===== src/logic/pm_pkg.sv =====
`default_nettype none

package pm_pkg;

    // --------------------
    // Micro-operations
    // --------------------
    typedef enum logic [2:0] {
        UOP_NOP       = 3'd0,  // Bubble, nothing issued
        UOP_LOAD_ZERO = 3'd1,  // Rc = 0
        UOP_LOAD_ONE  = 3'd2,  // Rc = 1
        UOP_LOAD_X    = 3'd3,  // Rc = operand_i
        UOP_ADD       = 3'd4,  // Rc = Ra + Rb mod p
        UOP_MUL       = 3'd5,  // Rc = Ra * Rb mod p, multi-cycle
        UOP_OUT       = 3'd6   // result_o = Ra
    } pm_opcode_e;

    // Host commands
    typedef enum logic [1:0] {
        CMD_NONE   = 2'd0,
        CMD_SCALE  = 2'd1,  // k*x, additive ladder
        CMD_POWER  = 2'd2,  // x^k, multiplicative ladder
        CMD_INVERT = 2'd3   // x^(p-2), Fermat inverse
    } pm_cmd_e;

    // --------------------
    // Register file
    // --------------------
    localparam int REG_ADDR_W = 3;  // Eight working registers

    localparam logic [REG_ADDR_W-1:0] REG_R0 = 3'd0;  // Ladder register R0
    localparam logic [REG_ADDR_W-1:0] REG_R1 = 3'd1;  // Ladder register R1

    // Issued instruction word, 12 bits
    typedef struct packed {
        pm_opcode_e              opcode;
        logic [REG_ADDR_W-1:0]   opa_addr;  // First source
        logic [REG_ADDR_W-1:0]   opb_addr;  // Second source
        logic [REG_ADDR_W-1:0]   opc_addr;  // Destination
    } pm_instr_t;

    localparam pm_instr_t NOP_INSTR = '{UOP_NOP, '0, '0, '0};

    // --------------------
    // Microcode map
    // --------------------
    localparam int PROG_ADDR_W = 5;

    // Every routine ends on a NOP word the sequencer recognizes
    localparam logic [PROG_ADDR_W-1:0] IDLE       = 5'd0;
    localparam logic [PROG_ADDR_W-1:0] ADD_INIT_S = 5'd1;   // R0 = 0, R1 = x
    localparam logic [PROG_ADDR_W-1:0] ADD_INIT_E = 5'd3;
    localparam logic [PROG_ADDR_W-1:0] MUL_INIT_S = 5'd4;   // R0 = 1, R1 = x
    localparam logic [PROG_ADDR_W-1:0] MUL_INIT_E = 5'd6;
    localparam logic [PROG_ADDR_W-1:0] ADD_STEP_S = 5'd7;   // Additive ladder step
    localparam logic [PROG_ADDR_W-1:0] ADD_STEP_E = 5'd9;
    localparam logic [PROG_ADDR_W-1:0] MUL_STEP_S = 5'd10;  // Multiplicative ladder step
    localparam logic [PROG_ADDR_W-1:0] MUL_STEP_E = 5'd12;
    localparam logic [PROG_ADDR_W-1:0] OUT_S      = 5'd13;  // Emit R0
    localparam logic [PROG_ADDR_W-1:0] OUT_E      = 5'd14;

endpackage

`default_nettype wire


===== src/logic/pm_instr_if.sv =====
`default_nettype none

// Issued micro-instruction, controller to arithmetic unit
interface pm_instr_if (
    input logic clk
);

    pm_pkg::pm_opcode_e                opcode;    // UOP_NOP means no issue
    logic [pm_pkg::REG_ADDR_W-1:0]     opa_addr;
    logic [pm_pkg::REG_ADDR_W-1:0]     opb_addr;
    logic [pm_pkg::REG_ADDR_W-1:0]     opc_addr;  // Destination

    // Sequencer side
    modport ctrl  (input clk, output opcode, output opa_addr, output opb_addr, output opc_addr);

    // Datapath side
    modport arith (input clk, input opcode, input opa_addr, input opb_addr, input opc_addr);

endinterface

`default_nettype wire


===== src/logic/pm_program_rom.sv =====
`default_nettype none

module pm_program_rom (
    input  logic [pm_pkg::PROG_ADDR_W-1:0] addr_i,
    output pm_pkg::pm_instr_t              instr_o
);

    // Short aliases for the ladder registers
    localparam logic [pm_pkg::REG_ADDR_W-1:0] R0 = pm_pkg::REG_R0;
    localparam logic [pm_pkg::REG_ADDR_W-1:0] R1 = pm_pkg::REG_R1;

    localparam logic [pm_pkg::PROG_ADDR_W-1:0] ONE = 5'd1;

    always_comb begin : rom_lookup
        instr_o = pm_pkg::NOP_INSTR;  // Unused words read as NOP
        case (addr_i)
            // --------------------
            // Ladder init
            // --------------------
            pm_pkg::ADD_INIT_S: begin
                instr_o = '{pm_pkg::UOP_LOAD_ZERO, R0, R0, R0};  // R0 = 0
            end
            pm_pkg::ADD_INIT_S + ONE: begin
                instr_o = '{pm_pkg::UOP_LOAD_X, R0, R0, R1};     // R1 = x
            end
            pm_pkg::MUL_INIT_S: begin
                instr_o = '{pm_pkg::UOP_LOAD_ONE, R0, R0, R0};   // R0 = 1
            end
            pm_pkg::MUL_INIT_S + ONE: begin
                instr_o = '{pm_pkg::UOP_LOAD_X, R0, R0, R1};     // R1 = x
            end

            // --------------------
            // Ladder steps
            // --------------------
            // R0/R1 addresses get bit 0 flipped by the current digit downstream
            pm_pkg::ADD_STEP_S: begin
                instr_o = '{pm_pkg::UOP_ADD, R0, R1, R1};        // R(1^d) = R0 + R1
            end
            pm_pkg::ADD_STEP_S + ONE: begin
                instr_o = '{pm_pkg::UOP_ADD, R0, R0, R0};        // R(d) = 2 R(d)
            end
            pm_pkg::MUL_STEP_S: begin
                instr_o = '{pm_pkg::UOP_MUL, R0, R1, R1};        // R(1^d) = R0 * R1
            end
            pm_pkg::MUL_STEP_S + ONE: begin
                instr_o = '{pm_pkg::UOP_MUL, R0, R0, R0};        // R(d) = R(d)^2
            end

            // Result
            pm_pkg::OUT_S: begin
                instr_o = '{pm_pkg::UOP_OUT, R0, R0, R0};        // result_o = R0
            end

            // Routine ends, decoded by the sequencer
            pm_pkg::IDLE,
            pm_pkg::ADD_INIT_E,
            pm_pkg::MUL_INIT_E,
            pm_pkg::ADD_STEP_E,
            pm_pkg::MUL_STEP_E,
            pm_pkg::OUT_E: begin
                instr_o = pm_pkg::NOP_INSTR;
            end

            default: begin
                instr_o = pm_pkg::NOP_INSTR;
            end
        endcase
    end

endmodule

`default_nettype wire


===== src/logic/pm_ctrl.sv =====
`default_nettype none

module pm_ctrl #(
    parameter int WIDTH = 16,
    parameter int PRIME = 65521
) (
    input  logic                           clk,
    input  logic                           reset_n,
    input  logic                           zeroize_i,
    input  pm_pkg::pm_cmd_e                cmd_i,
    input  logic [WIDTH-1:0]               scalar_i,
    input  pm_pkg::pm_instr_t              prog_instr_i,   // ROM word, same cycle
    output logic [pm_pkg::PROG_ADDR_W-1:0] prog_addr_o,
    output logic                           busy_o,
    pm_instr_if.ctrl                       instr
);

    // --------------------
    // Constants
    // --------------------
    localparam int CNT_W   = $clog2(WIDTH + 1);
    localparam int STALL_W = $clog2(WIDTH + 2);

    localparam logic [STALL_W-1:0] ADD_DELAY = STALL_W'(1);          // One bubble after ADD
    localparam logic [STALL_W-1:0] MUL_DELAY = STALL_W'(WIDTH + 1);  // Covers serial multiply
    localparam logic [WIDTH-1:0]   INV_EXP   = WIDTH'(PRIME - 2);    // Fermat exponent

    // --------------------
    // State
    // --------------------
    logic [pm_pkg::PROG_ADDR_W-1:0] prog_cntr;
    logic [CNT_W-1:0]               ladder_cnt;   // Steps left
    logic [STALL_W-1:0]             stall_cnt;
    logic                           ladder_on;    // Swap window
    pm_pkg::pm_cmd_e                cmd_q;
    logic [WIDTH-1:0]               scalar_q;     // MSB is the current digit

    pm_pkg::pm_instr_t pipe1, pipe2, issue_q;
    logic              digit_p1, digit_p2;       // Digit that travels with each word

    logic                           stalled;
    logic                           digit;
    logic [pm_pkg::PROG_ADDR_W-1:0] step_start;

    assign stalled    = (stall_cnt != '0);
    assign digit      = ladder_on & scalar_q[WIDTH-1];
    assign step_start = (cmd_q == pm_pkg::CMD_SCALE) ? pm_pkg::ADD_STEP_S : pm_pkg::MUL_STEP_S;

    assign prog_addr_o = prog_cntr;
    assign busy_o      = (prog_cntr != pm_pkg::IDLE);

    // Flip bit 0 of a ladder register address
    function automatic logic [pm_pkg::REG_ADDR_W-1:0] swap_addr(
        input logic [pm_pkg::REG_ADDR_W-1:0] addr,
        input logic                          d
    );
        if (addr < pm_pkg::REG_ADDR_W'(2)) begin
            return {addr[pm_pkg::REG_ADDR_W-1:1], addr[0] ^ d};
        end
        return addr;
    endfunction

    // --------------------
    // Program sequencer
    // --------------------
    always_ff @(posedge clk or negedge reset_n) begin : seq_fsm
        if (!reset_n) begin
            prog_cntr  <= pm_pkg::IDLE;
            ladder_cnt <= '0;
            ladder_on  <= 1'b0;
            cmd_q      <= pm_pkg::CMD_NONE;
            scalar_q   <= '0;
        end else if (zeroize_i) begin
            prog_cntr  <= pm_pkg::IDLE;
            ladder_cnt <= '0;
            ladder_on  <= 1'b0;
            cmd_q      <= pm_pkg::CMD_NONE;
            scalar_q   <= '0;
        end else if (!stalled) begin
            case (prog_cntr)
                pm_pkg::IDLE: begin
                    if (cmd_i != pm_pkg::CMD_NONE) begin
                        cmd_q      <= cmd_i;
                        scalar_q   <= (cmd_i == pm_pkg::CMD_INVERT) ? INV_EXP : scalar_i;
                        ladder_cnt <= CNT_W'(WIDTH);
                        prog_cntr  <= (cmd_i == pm_pkg::CMD_SCALE) ? pm_pkg::ADD_INIT_S
                                                                   : pm_pkg::MUL_INIT_S;
                    end
                end
                pm_pkg::ADD_INIT_E,
                pm_pkg::MUL_INIT_E: begin
                    ladder_on  <= 1'b1;                // MSB already exposed
                    ladder_cnt <= ladder_cnt - 1'b1;
                    prog_cntr  <= step_start;
                end
                pm_pkg::ADD_STEP_E,
                pm_pkg::MUL_STEP_E: begin
                    if (ladder_cnt == '0) begin
                        ladder_on <= 1'b0;             // Ladder done
                        prog_cntr <= pm_pkg::OUT_S;
                    end else begin
                        ladder_cnt <= ladder_cnt - 1'b1;
                        scalar_q   <= scalar_q << 1;   // Next digit
                        prog_cntr  <= step_start;
                    end
                end
                pm_pkg::OUT_E: prog_cntr <= pm_pkg::IDLE;
                default:       prog_cntr <= prog_cntr + 1'b1;
            endcase
        end
    end

    // --------------------
    // Pipeline and issue
    // --------------------
    always_ff @(posedge clk or negedge reset_n) begin : instr_pipe
        if (!reset_n) begin
            pipe1     <= pm_pkg::NOP_INSTR;
            pipe2     <= pm_pkg::NOP_INSTR;
            issue_q   <= pm_pkg::NOP_INSTR;
            digit_p1  <= 1'b0;
            digit_p2  <= 1'b0;
            stall_cnt <= '0;
        end else if (zeroize_i) begin
            pipe1     <= pm_pkg::NOP_INSTR;
            pipe2     <= pm_pkg::NOP_INSTR;
            issue_q   <= pm_pkg::NOP_INSTR;
            digit_p1  <= 1'b0;
            digit_p2  <= 1'b0;
            stall_cnt <= '0;
        end else if (stalled) begin
            issue_q   <= pm_pkg::NOP_INSTR;   // Bubbles while frozen
            stall_cnt <= stall_cnt - 1'b1;
        end else begin
            pipe1    <= prog_instr_i;
            digit_p1 <= digit;
            pipe2    <= pipe1;
            digit_p2 <= digit_p1;
            // Constant-time swap of R0/R1 by the carried digit
            issue_q.opcode   <= pipe2.opcode;
            issue_q.opa_addr <= swap_addr(pipe2.opa_addr, digit_p2);
            issue_q.opb_addr <= swap_addr(pipe2.opb_addr, digit_p2);
            issue_q.opc_addr <= swap_addr(pipe2.opc_addr, digit_p2);
            case (pipe2.opcode)
                pm_pkg::UOP_ADD: stall_cnt <= ADD_DELAY;
                pm_pkg::UOP_MUL: stall_cnt <= MUL_DELAY;
                default:         stall_cnt <= '0;
            endcase
        end
    end

    assign instr.opcode   = issue_q.opcode;
    assign instr.opa_addr = issue_q.opa_addr;
    assign instr.opb_addr = issue_q.opb_addr;
    assign instr.opc_addr = issue_q.opc_addr;

    // --------------------
    // Checks
    // --------------------
    a_zeroize_idle : assert property (@(posedge clk) disable iff (!reset_n)
        zeroize_i |=> !busy_o);

    // Counter holds at zero until the sequencer is back in IDLE
    a_ladder_no_underflow : assert property (@(posedge clk) disable iff (!reset_n)
        (ladder_cnt == '0) && (prog_cntr != pm_pkg::IDLE) |=> (ladder_cnt == '0));

endmodule

`default_nettype wire


===== src/logic/pm_arith_unit.sv =====
`default_nettype none

module pm_arith_unit #(
    parameter int WIDTH = 16,
    parameter int PRIME = 65521
) (
    input  logic             clk,
    input  logic             reset_n,
    input  logic             zeroize_i,
    input  logic [WIDTH-1:0] operand_i,       // Stable while busy
    output logic [WIDTH-1:0] result_o,
    output logic             result_valid_o,  // One-cycle pulse
    pm_instr_if.arith        instr
);

    localparam int             MUL_CNT_W = $clog2(WIDTH + 2);
    localparam logic [WIDTH:0] P_EXT     = (WIDTH + 1)'(PRIME);

    logic [WIDTH-1:0]              regs [8];   // R0, R1 are the ladder pair
    logic [MUL_CNT_W-1:0]          mul_cnt;    // Nonzero while multiplying
    logic [WIDTH-1:0]              mul_a;      // Multiplier, shifted out MSB first
    logic [WIDTH-1:0]              mul_b;
    logic [WIDTH-1:0]              mul_acc;
    logic [pm_pkg::REG_ADDR_W-1:0] mul_dst;

    // a + b mod p, both inputs already reduced
    function automatic logic [WIDTH-1:0] mod_add(
        input logic [WIDTH-1:0] a,
        input logic [WIDTH-1:0] b
    );
        logic [WIDTH:0] sum;
        sum = {1'b0, a} + {1'b0, b};
        if (sum >= P_EXT) begin
            sum = sum - P_EXT;
        end
        return sum[WIDTH-1:0];
    endfunction

    // --------------------
    // Register file
    // --------------------
    always_ff @(posedge clk) begin : reg_file
        if (zeroize_i) begin
            for (int i = 0; i < 8; i++) begin
                regs[i] <= '0;
            end
        end else begin
            case (instr.opcode)
                pm_pkg::UOP_LOAD_ZERO: regs[instr.opc_addr] <= '0;
                pm_pkg::UOP_LOAD_ONE:  regs[instr.opc_addr] <= WIDTH'(1);
                pm_pkg::UOP_LOAD_X:    regs[instr.opc_addr] <= operand_i;
                pm_pkg::UOP_ADD: begin
                    regs[instr.opc_addr] <= mod_add(regs[instr.opa_addr], regs[instr.opb_addr]);
                end
                default: ;
            endcase
            if (mul_cnt == MUL_CNT_W'(1)) begin
                regs[mul_dst] <= mul_acc;   // Product lands WIDTH+1 cycles after issue
            end
        end
    end

    // --------------------
    // Serial multiplier
    // --------------------
    always_ff @(posedge clk or negedge reset_n) begin : mul_ctrl
        if (!reset_n) begin
            mul_cnt <= '0;
        end else if (zeroize_i) begin
            mul_cnt <= '0;
        end else if (instr.opcode == pm_pkg::UOP_MUL) begin
            mul_cnt <= MUL_CNT_W'(WIDTH + 1);  // WIDTH iterations plus write-back
        end else if (mul_cnt != '0) begin
            mul_cnt <= mul_cnt - 1'b1;
        end
    end

    always_ff @(posedge clk) begin : mul_datapath
        if (zeroize_i) begin
            mul_a   <= '0;
            mul_b   <= '0;
            mul_acc <= '0;
            mul_dst <= '0;
        end else if (instr.opcode == pm_pkg::UOP_MUL) begin
            mul_a   <= regs[instr.opa_addr];   // Operands sampled at issue
            mul_b   <= regs[instr.opb_addr];
            mul_acc <= '0;
            mul_dst <= instr.opc_addr;
        end else if (mul_cnt > MUL_CNT_W'(1)) begin
            // Double, then add b when the multiplier bit is set
            mul_acc <= mod_add(mod_add(mul_acc, mul_acc), mul_a[WIDTH-1] ? mul_b : '0);
            mul_a   <= mul_a << 1;
        end
    end

    // --------------------
    // Result capture
    // --------------------
    always_ff @(posedge clk or negedge reset_n) begin : result_reg
        if (!reset_n) begin
            result_o       <= '0;
            result_valid_o <= 1'b0;
        end else if (zeroize_i) begin
            result_o       <= '0;
            result_valid_o <= 1'b0;   // Aborted run gives no pulse
        end else begin
            result_valid_o <= (instr.opcode == pm_pkg::UOP_OUT);
            if (instr.opcode == pm_pkg::UOP_OUT) begin
                result_o <= regs[instr.opa_addr];
            end
        end
    end

    // Sequencer stall must cover the whole multiply
    a_no_issue_during_mul : assert property (@(posedge instr.clk) disable iff (!reset_n)
        (mul_cnt != '0) |-> (instr.opcode == pm_pkg::UOP_NOP));

endmodule

`default_nettype wire


===== src/logic/pm_top.sv =====
`default_nettype none

module pm_top #(
    parameter int WIDTH = 16,
    parameter int PRIME = 65521   // Any prime below 2^WIDTH
) (
    input  logic             clk,
    input  logic             reset_n,
    input  logic             zeroize_i,
    input  pm_pkg::pm_cmd_e  cmd_i,      // Sampled while idle
    input  logic [WIDTH-1:0] operand_i,
    input  logic [WIDTH-1:0] scalar_i,
    output logic             busy_o,
    output logic [WIDTH-1:0] result_o,
    output logic             result_valid_o
);

    logic [pm_pkg::PROG_ADDR_W-1:0] prog_addr;
    pm_pkg::pm_instr_t              prog_instr;

    // Issue bus, controller to datapath
    pm_instr_if instr_bus (.clk(clk));

    // --------------------
    // Sequencer and microcode
    // --------------------
    pm_ctrl #(
        .WIDTH (WIDTH),
        .PRIME (PRIME)
    ) u_ctrl (
        .clk          (clk),
        .reset_n      (reset_n),
        .zeroize_i    (zeroize_i),
        .cmd_i        (cmd_i),
        .scalar_i     (scalar_i),
        .prog_instr_i (prog_instr),
        .prog_addr_o  (prog_addr),
        .busy_o       (busy_o),
        .instr        (instr_bus.ctrl)
    );

    pm_program_rom u_rom (
        .addr_i  (prog_addr),
        .instr_o (prog_instr)   // Combinational lookup
    );

    // Modular datapath
    pm_arith_unit #(
        .WIDTH (WIDTH),
        .PRIME (PRIME)
    ) u_arith (
        .clk            (clk),
        .reset_n        (reset_n),
        .zeroize_i      (zeroize_i),
        .operand_i      (operand_i),
        .result_o       (result_o),
        .result_valid_o (result_valid_o),
        .instr          (instr_bus.arith)
    );

endmodule

`default_nettype wire


===== config.mk =====
export PLATFORM = sky130hd
export DESIGN_NAME = pm_top
export DESIGN_NICKNAME = d
export VERILOG_FILES = /design/src/logic/pm_pkg.sv /design/src/logic/pm_instr_if.sv /design/src/logic/pm_program_rom.sv /design/src/logic/pm_ctrl.sv /design/src/logic/pm_arith_unit.sv /design/src/logic/pm_top.sv
export SDC_FILE = /design/constraint.sdc
export NUM_CORES = 1
export LEC_CHECK = 0
export ABC_CLOCK_PERIOD_IN_PS = 14500
export BUFFER_PORTS_ARGS = -buffer_cell sky130_fd_sc_hd__buf_2
export CORE_MARGIN = 2
export CORE_UTILIZATION = 55
export CTS_CLUSTER_SIZE = 24
export DETAILED_ROUTE_END_ITERATION = 10
export PLACE_DENSITY = 0.69
export SLEW_MARGIN = 20
export SYNTH_ARGS = -nofsm -noshare
export SYNTH_HDL_FRONTEND = slang
export SYNTH_HIERARCHICAL = 1
export SYNTH_SLANG_ARGS = --single-unit

===== constraint.sdc =====
create_clock -name clk -period 14.5 [get_ports clk]
set_input_delay 0.725 -clock clk [delete_from_list [all_inputs] [get_ports clk]]
set_output_delay 0.725 -clock clk [all_outputs]
set_load 0.01 [all_outputs]

==> reports/metrics.csv <==
stage,metric,value,unit
grt,antenna_found_initial,0,
clock_tree,htreeDepth,1,
synthesis,synth_largest_area_cell,edfxtp_1,
routing,vias_per_cell,6.749,
sta,period_needed,6351,ps
synthesis,syn_inst,1740,
worst_setup_path,regToRegSetupSlack,8150,ps
sta,rsz0062_at_grt,no,
routing,wl_per_cell,24.25,µm
finish,fillCellCount,2664,
worst_setup_path,crit_type,reg -> reg,
finish,multi_input_area,9600,µm²
sta,slew_violations,0,
sta,slew_headroom,0.2440,
routing,highest_layer,met4,
sta,clock.fmax,157.5,MHz
worst_setup_path,cp_data_arrival_time,6620,ps
place,io_buffers,54,
worst_setup_path,cp_slowest_cell,nor4bb_1,
grt,grt.overflow.total,0,
routing,drtPass1Iterations,6,
floorplanning,io_pins,55,
place,dp.cells,2100,
finish,post_route_cells_drive_above_1_share,0.1733,
routing,wl_met3,5189,µm
finish,regArea,7219,µm²
synthesis,yosysMostFrequentCell,nand2_1,
worst_setup_path,cp_max_fo,32,
worst_setup_path,reg2reg_depth,15,
synthesis,ys_types,96,
hold_path,hp-class,in -> async,
sta,worst_slew_pin_slew,1134,ps
clock_tree,clkSlewWorstSetupHoldPaths,60,ps
worst_setup_path,cp.buffers_inverters,1,
clock_tree,cts_resized,0,
clock_tree,post_cts_buffers,0,
grt,grt_pass1_wl,80360,µm
worst_setup_path,crit_family,compound AO/OA/AOI/OAI gates,
finish,num-nets-final,1819,
floorplanning,coreArea,31390,µm²
floorplanning,initial_utilization,0.5554,
clock_tree,ctsHoldBuffers,0,
synthesis,synth_warnings,6,
pwr,power.total,2.874,mW
finish,syn_to_final_growth,8.561,%
floorplanning,die_h,182.0,µm
routing,dr_total_vias,14550,
worst_setup_path,r2r_end,u_arith/regs[2][1],
routing,drt_iter0_drc,1711,
floorplanning,die_width,182.0,µm
run,maxCapViolCount,0,
pwr,power_per_cell_area,151.8,nW/µm²
synthesis,yosys-top-cells-count,"nand2_1, nor2_1, edfxtp_1",
status,status,"finished, final reports clean",
worst_setup_path,setup.worst_path.start,u_ctrl/instr.opb_addr[0],
clock_tree,cts_tree,built,
floorplanning,num_rows,65,
finish,antenna_cells,0,
routing,ant_nets,0,
synthesis,syn_area_per_cell,10.02,µm²
worst_setup_path,r2r-start,u_ctrl/instr.opb_addr[0],
grt,grt_pass1_vias,14086,
sta,finalSetupTns,0,ps
worst_setup_path,required,14770,ps
pwr,peakVddDrop,0.1059,mV
worst_setup_path,cp-endpoint,u_arith/regs[2][1],
sta,timing.hold.ws,38.79,ps
place,place_hpwl,35810,µm
sta,setup_viol,0,
routing,drcViolationCount,0,
routing,wl,52280,µm
worst_setup_path,path_cells,buf_4 > mux4_2 > mux2_2 > ha_1 > fa_1 > a21o_1 > a221oi_4 > o21ai_0 > nor4bb_1 > o21a_1 > nand4_1 > o21ai_2 > mux2_2 > a22oi_2 > o31ai_1,
synthesis,synthArstFlopShare,0.3443,
worst_setup_path,max_stage_delay,680,ps
worst_setup_path,end_kind,register,
clock_tree,cts-buffers-inserted,30,
sta,fin_worst_skew,20.74,ps
worst_setup_path,cp-start-kind,register,
grt,grt_max_degree,76,
clock_tree,cts_sinks,273,
sta,finalHoldViolCount,0,
pwr,power_leakage,7.402,nW
grt,grt_usage,0.3151,
clock_tree,cts_root_buf,clkbuf_16,
place,place.gp.congestion,0.9598,
synthesis,synth.area.top_cells,"edfxtp_1, dfrtp_1, mux4_2, dfxtp_1, nand2_1",
floorplanning,die-area,33140,µm²
routing,routed-wl-met2,24710,µm
synthesis,yosysSeqAreaShare,0.4139,
clock_tree,clock_path_buffers,3,
clock_tree,clock_latency,570,ps
worst_setup_path,crit_top_cell,mux2_2,
sta,fin_crit_sh,0.4380,
worst_setup_path,cp_num_cells,15,
synthesis,synth_edf_count,128,
synthesis,netlist.area_leader.share,0.2205,
finish,fin_cells,2156,
synthesis,ys_seq_elements,273,
synthesis,synthFlopType,edfxtp_1,
synthesis,synth_area,17440,µm²
routing,drt-met1-wl,20150,µm
-- worst reg2reg max path, stage by stage, from the launching register on --
cell and delay [ps]:
dfrtp_2 340, buf_4 560, mux4_2 630, mux2_2 290
ha_1 280, fa_1 490, a21o_1 260, a221oi_4 390
o21ai_0 230, nor4bb_1 680, o21a_1 210, nand4_1 190
o21ai_2 570, mux2_2 410, a22oi_2 350, o31ai_1 170
-- cell families (layout without fill, tap and decap cells) --
logic type                 count (synthesis)  count (layout)  share of synthesized area
AOI/OAI and AO/OA                        445             445                     0.1783
xor gates and xnor gates                  50              50                    0.02512
adders and majority gates                 52              52                    0.03818
buffers and inverters                    161             169                    0.03925
DFF                                      273             273                     0.4139
muxes                                    137             137                     0.1301
other                                      1               7                  0.0002151
and+or+nand+nor                          621             621                     0.1750
-- final cells by class --
class | count | area share
timing repair buffer | 76 | 0.02327
inverter | 37 | 0.007337
sequential | 273 | 0.3814
clock buffer | 42 | 0.04806
tap | 402 | 0.02657
clock inverter | 14 | 0.006148
multi-input combinational | 1312 | 0.5072
-- report_power, final --
group          internal [mW]  total, mW  switching (mW)  leakage, nW
logic                  0.407       1.08           0.672         3.89
clock network          0.456      0.778           0.321        0.509
registers              0.900       1.02           0.117         3.01
-- placed cells by master (no fill, tap or decap), types with 51 or more instances in the layout --
master and n:
buf_2 52, nand2_1 212, edfxtp_1 128, dfxtp_1 51, nor3_1 52, a21oi_1 92
dfrtp_1 92, o21ai_0 89, nor2_1 131, mux4_2 64
-- registers in the layout (all words and copies together), names as in the netlist, 5 cells and up --
register and flops:
u_ctrl/pipe2 12, u_ctrl/stall_cnt 5, u_arith/mul_a 16, u_arith/mul_b 16, u_arith/result_o 16, u_ctrl/pipe1 12, u_arith/mul_acc 16, u_ctrl/prog_addr_o 5
u_arith/regs 128, u_ctrl/ladder_cnt 5, u_ctrl/scalar_q 16, u_arith/mul_cnt 5
-- worst min-delay path by stage --
stage,from,endpoint,slack [ps],cells past startpoint
after floorplan,reset_n,u_arith/mul_cnt[0],430,0
after global placement,u_arith/mul_b[8],u_arith/mul_b[8],480,2
after detailed placement,u_ctrl/stall_cnt[0],u_ctrl/stall_cnt[0],470,1
after CTS,reset_n,u_ctrl/instr.opcode[0],40,1
after global routing,reset_n,u_ctrl/instr.opcode[0],50,1
final,reset_n,u_ctrl/instr.opcode[0],40,1
-- metrics by stage --
stage / utilization / worst slack (ps) / cell area [µm²]
floorplan: - / 9360 / 17460
global placement: 0.5701 / 8392 / 17900
detailed placement: 0.5701 / 8293 / 17900
CTS: 0.6028 / 8259 / 18920
global route: 0.6029 / 7908 / 18930
finish: 0.6029 / 8149 / 18930
-- per-layer routing --
metal  vias up  track usage
met5         -            0
met4         0       0.1235
met3       150      0.04834
met2       863       0.5240
met1      7026       0.4166
li1       6511            -
No activity file was read; power rests on OpenSTA's default activity.
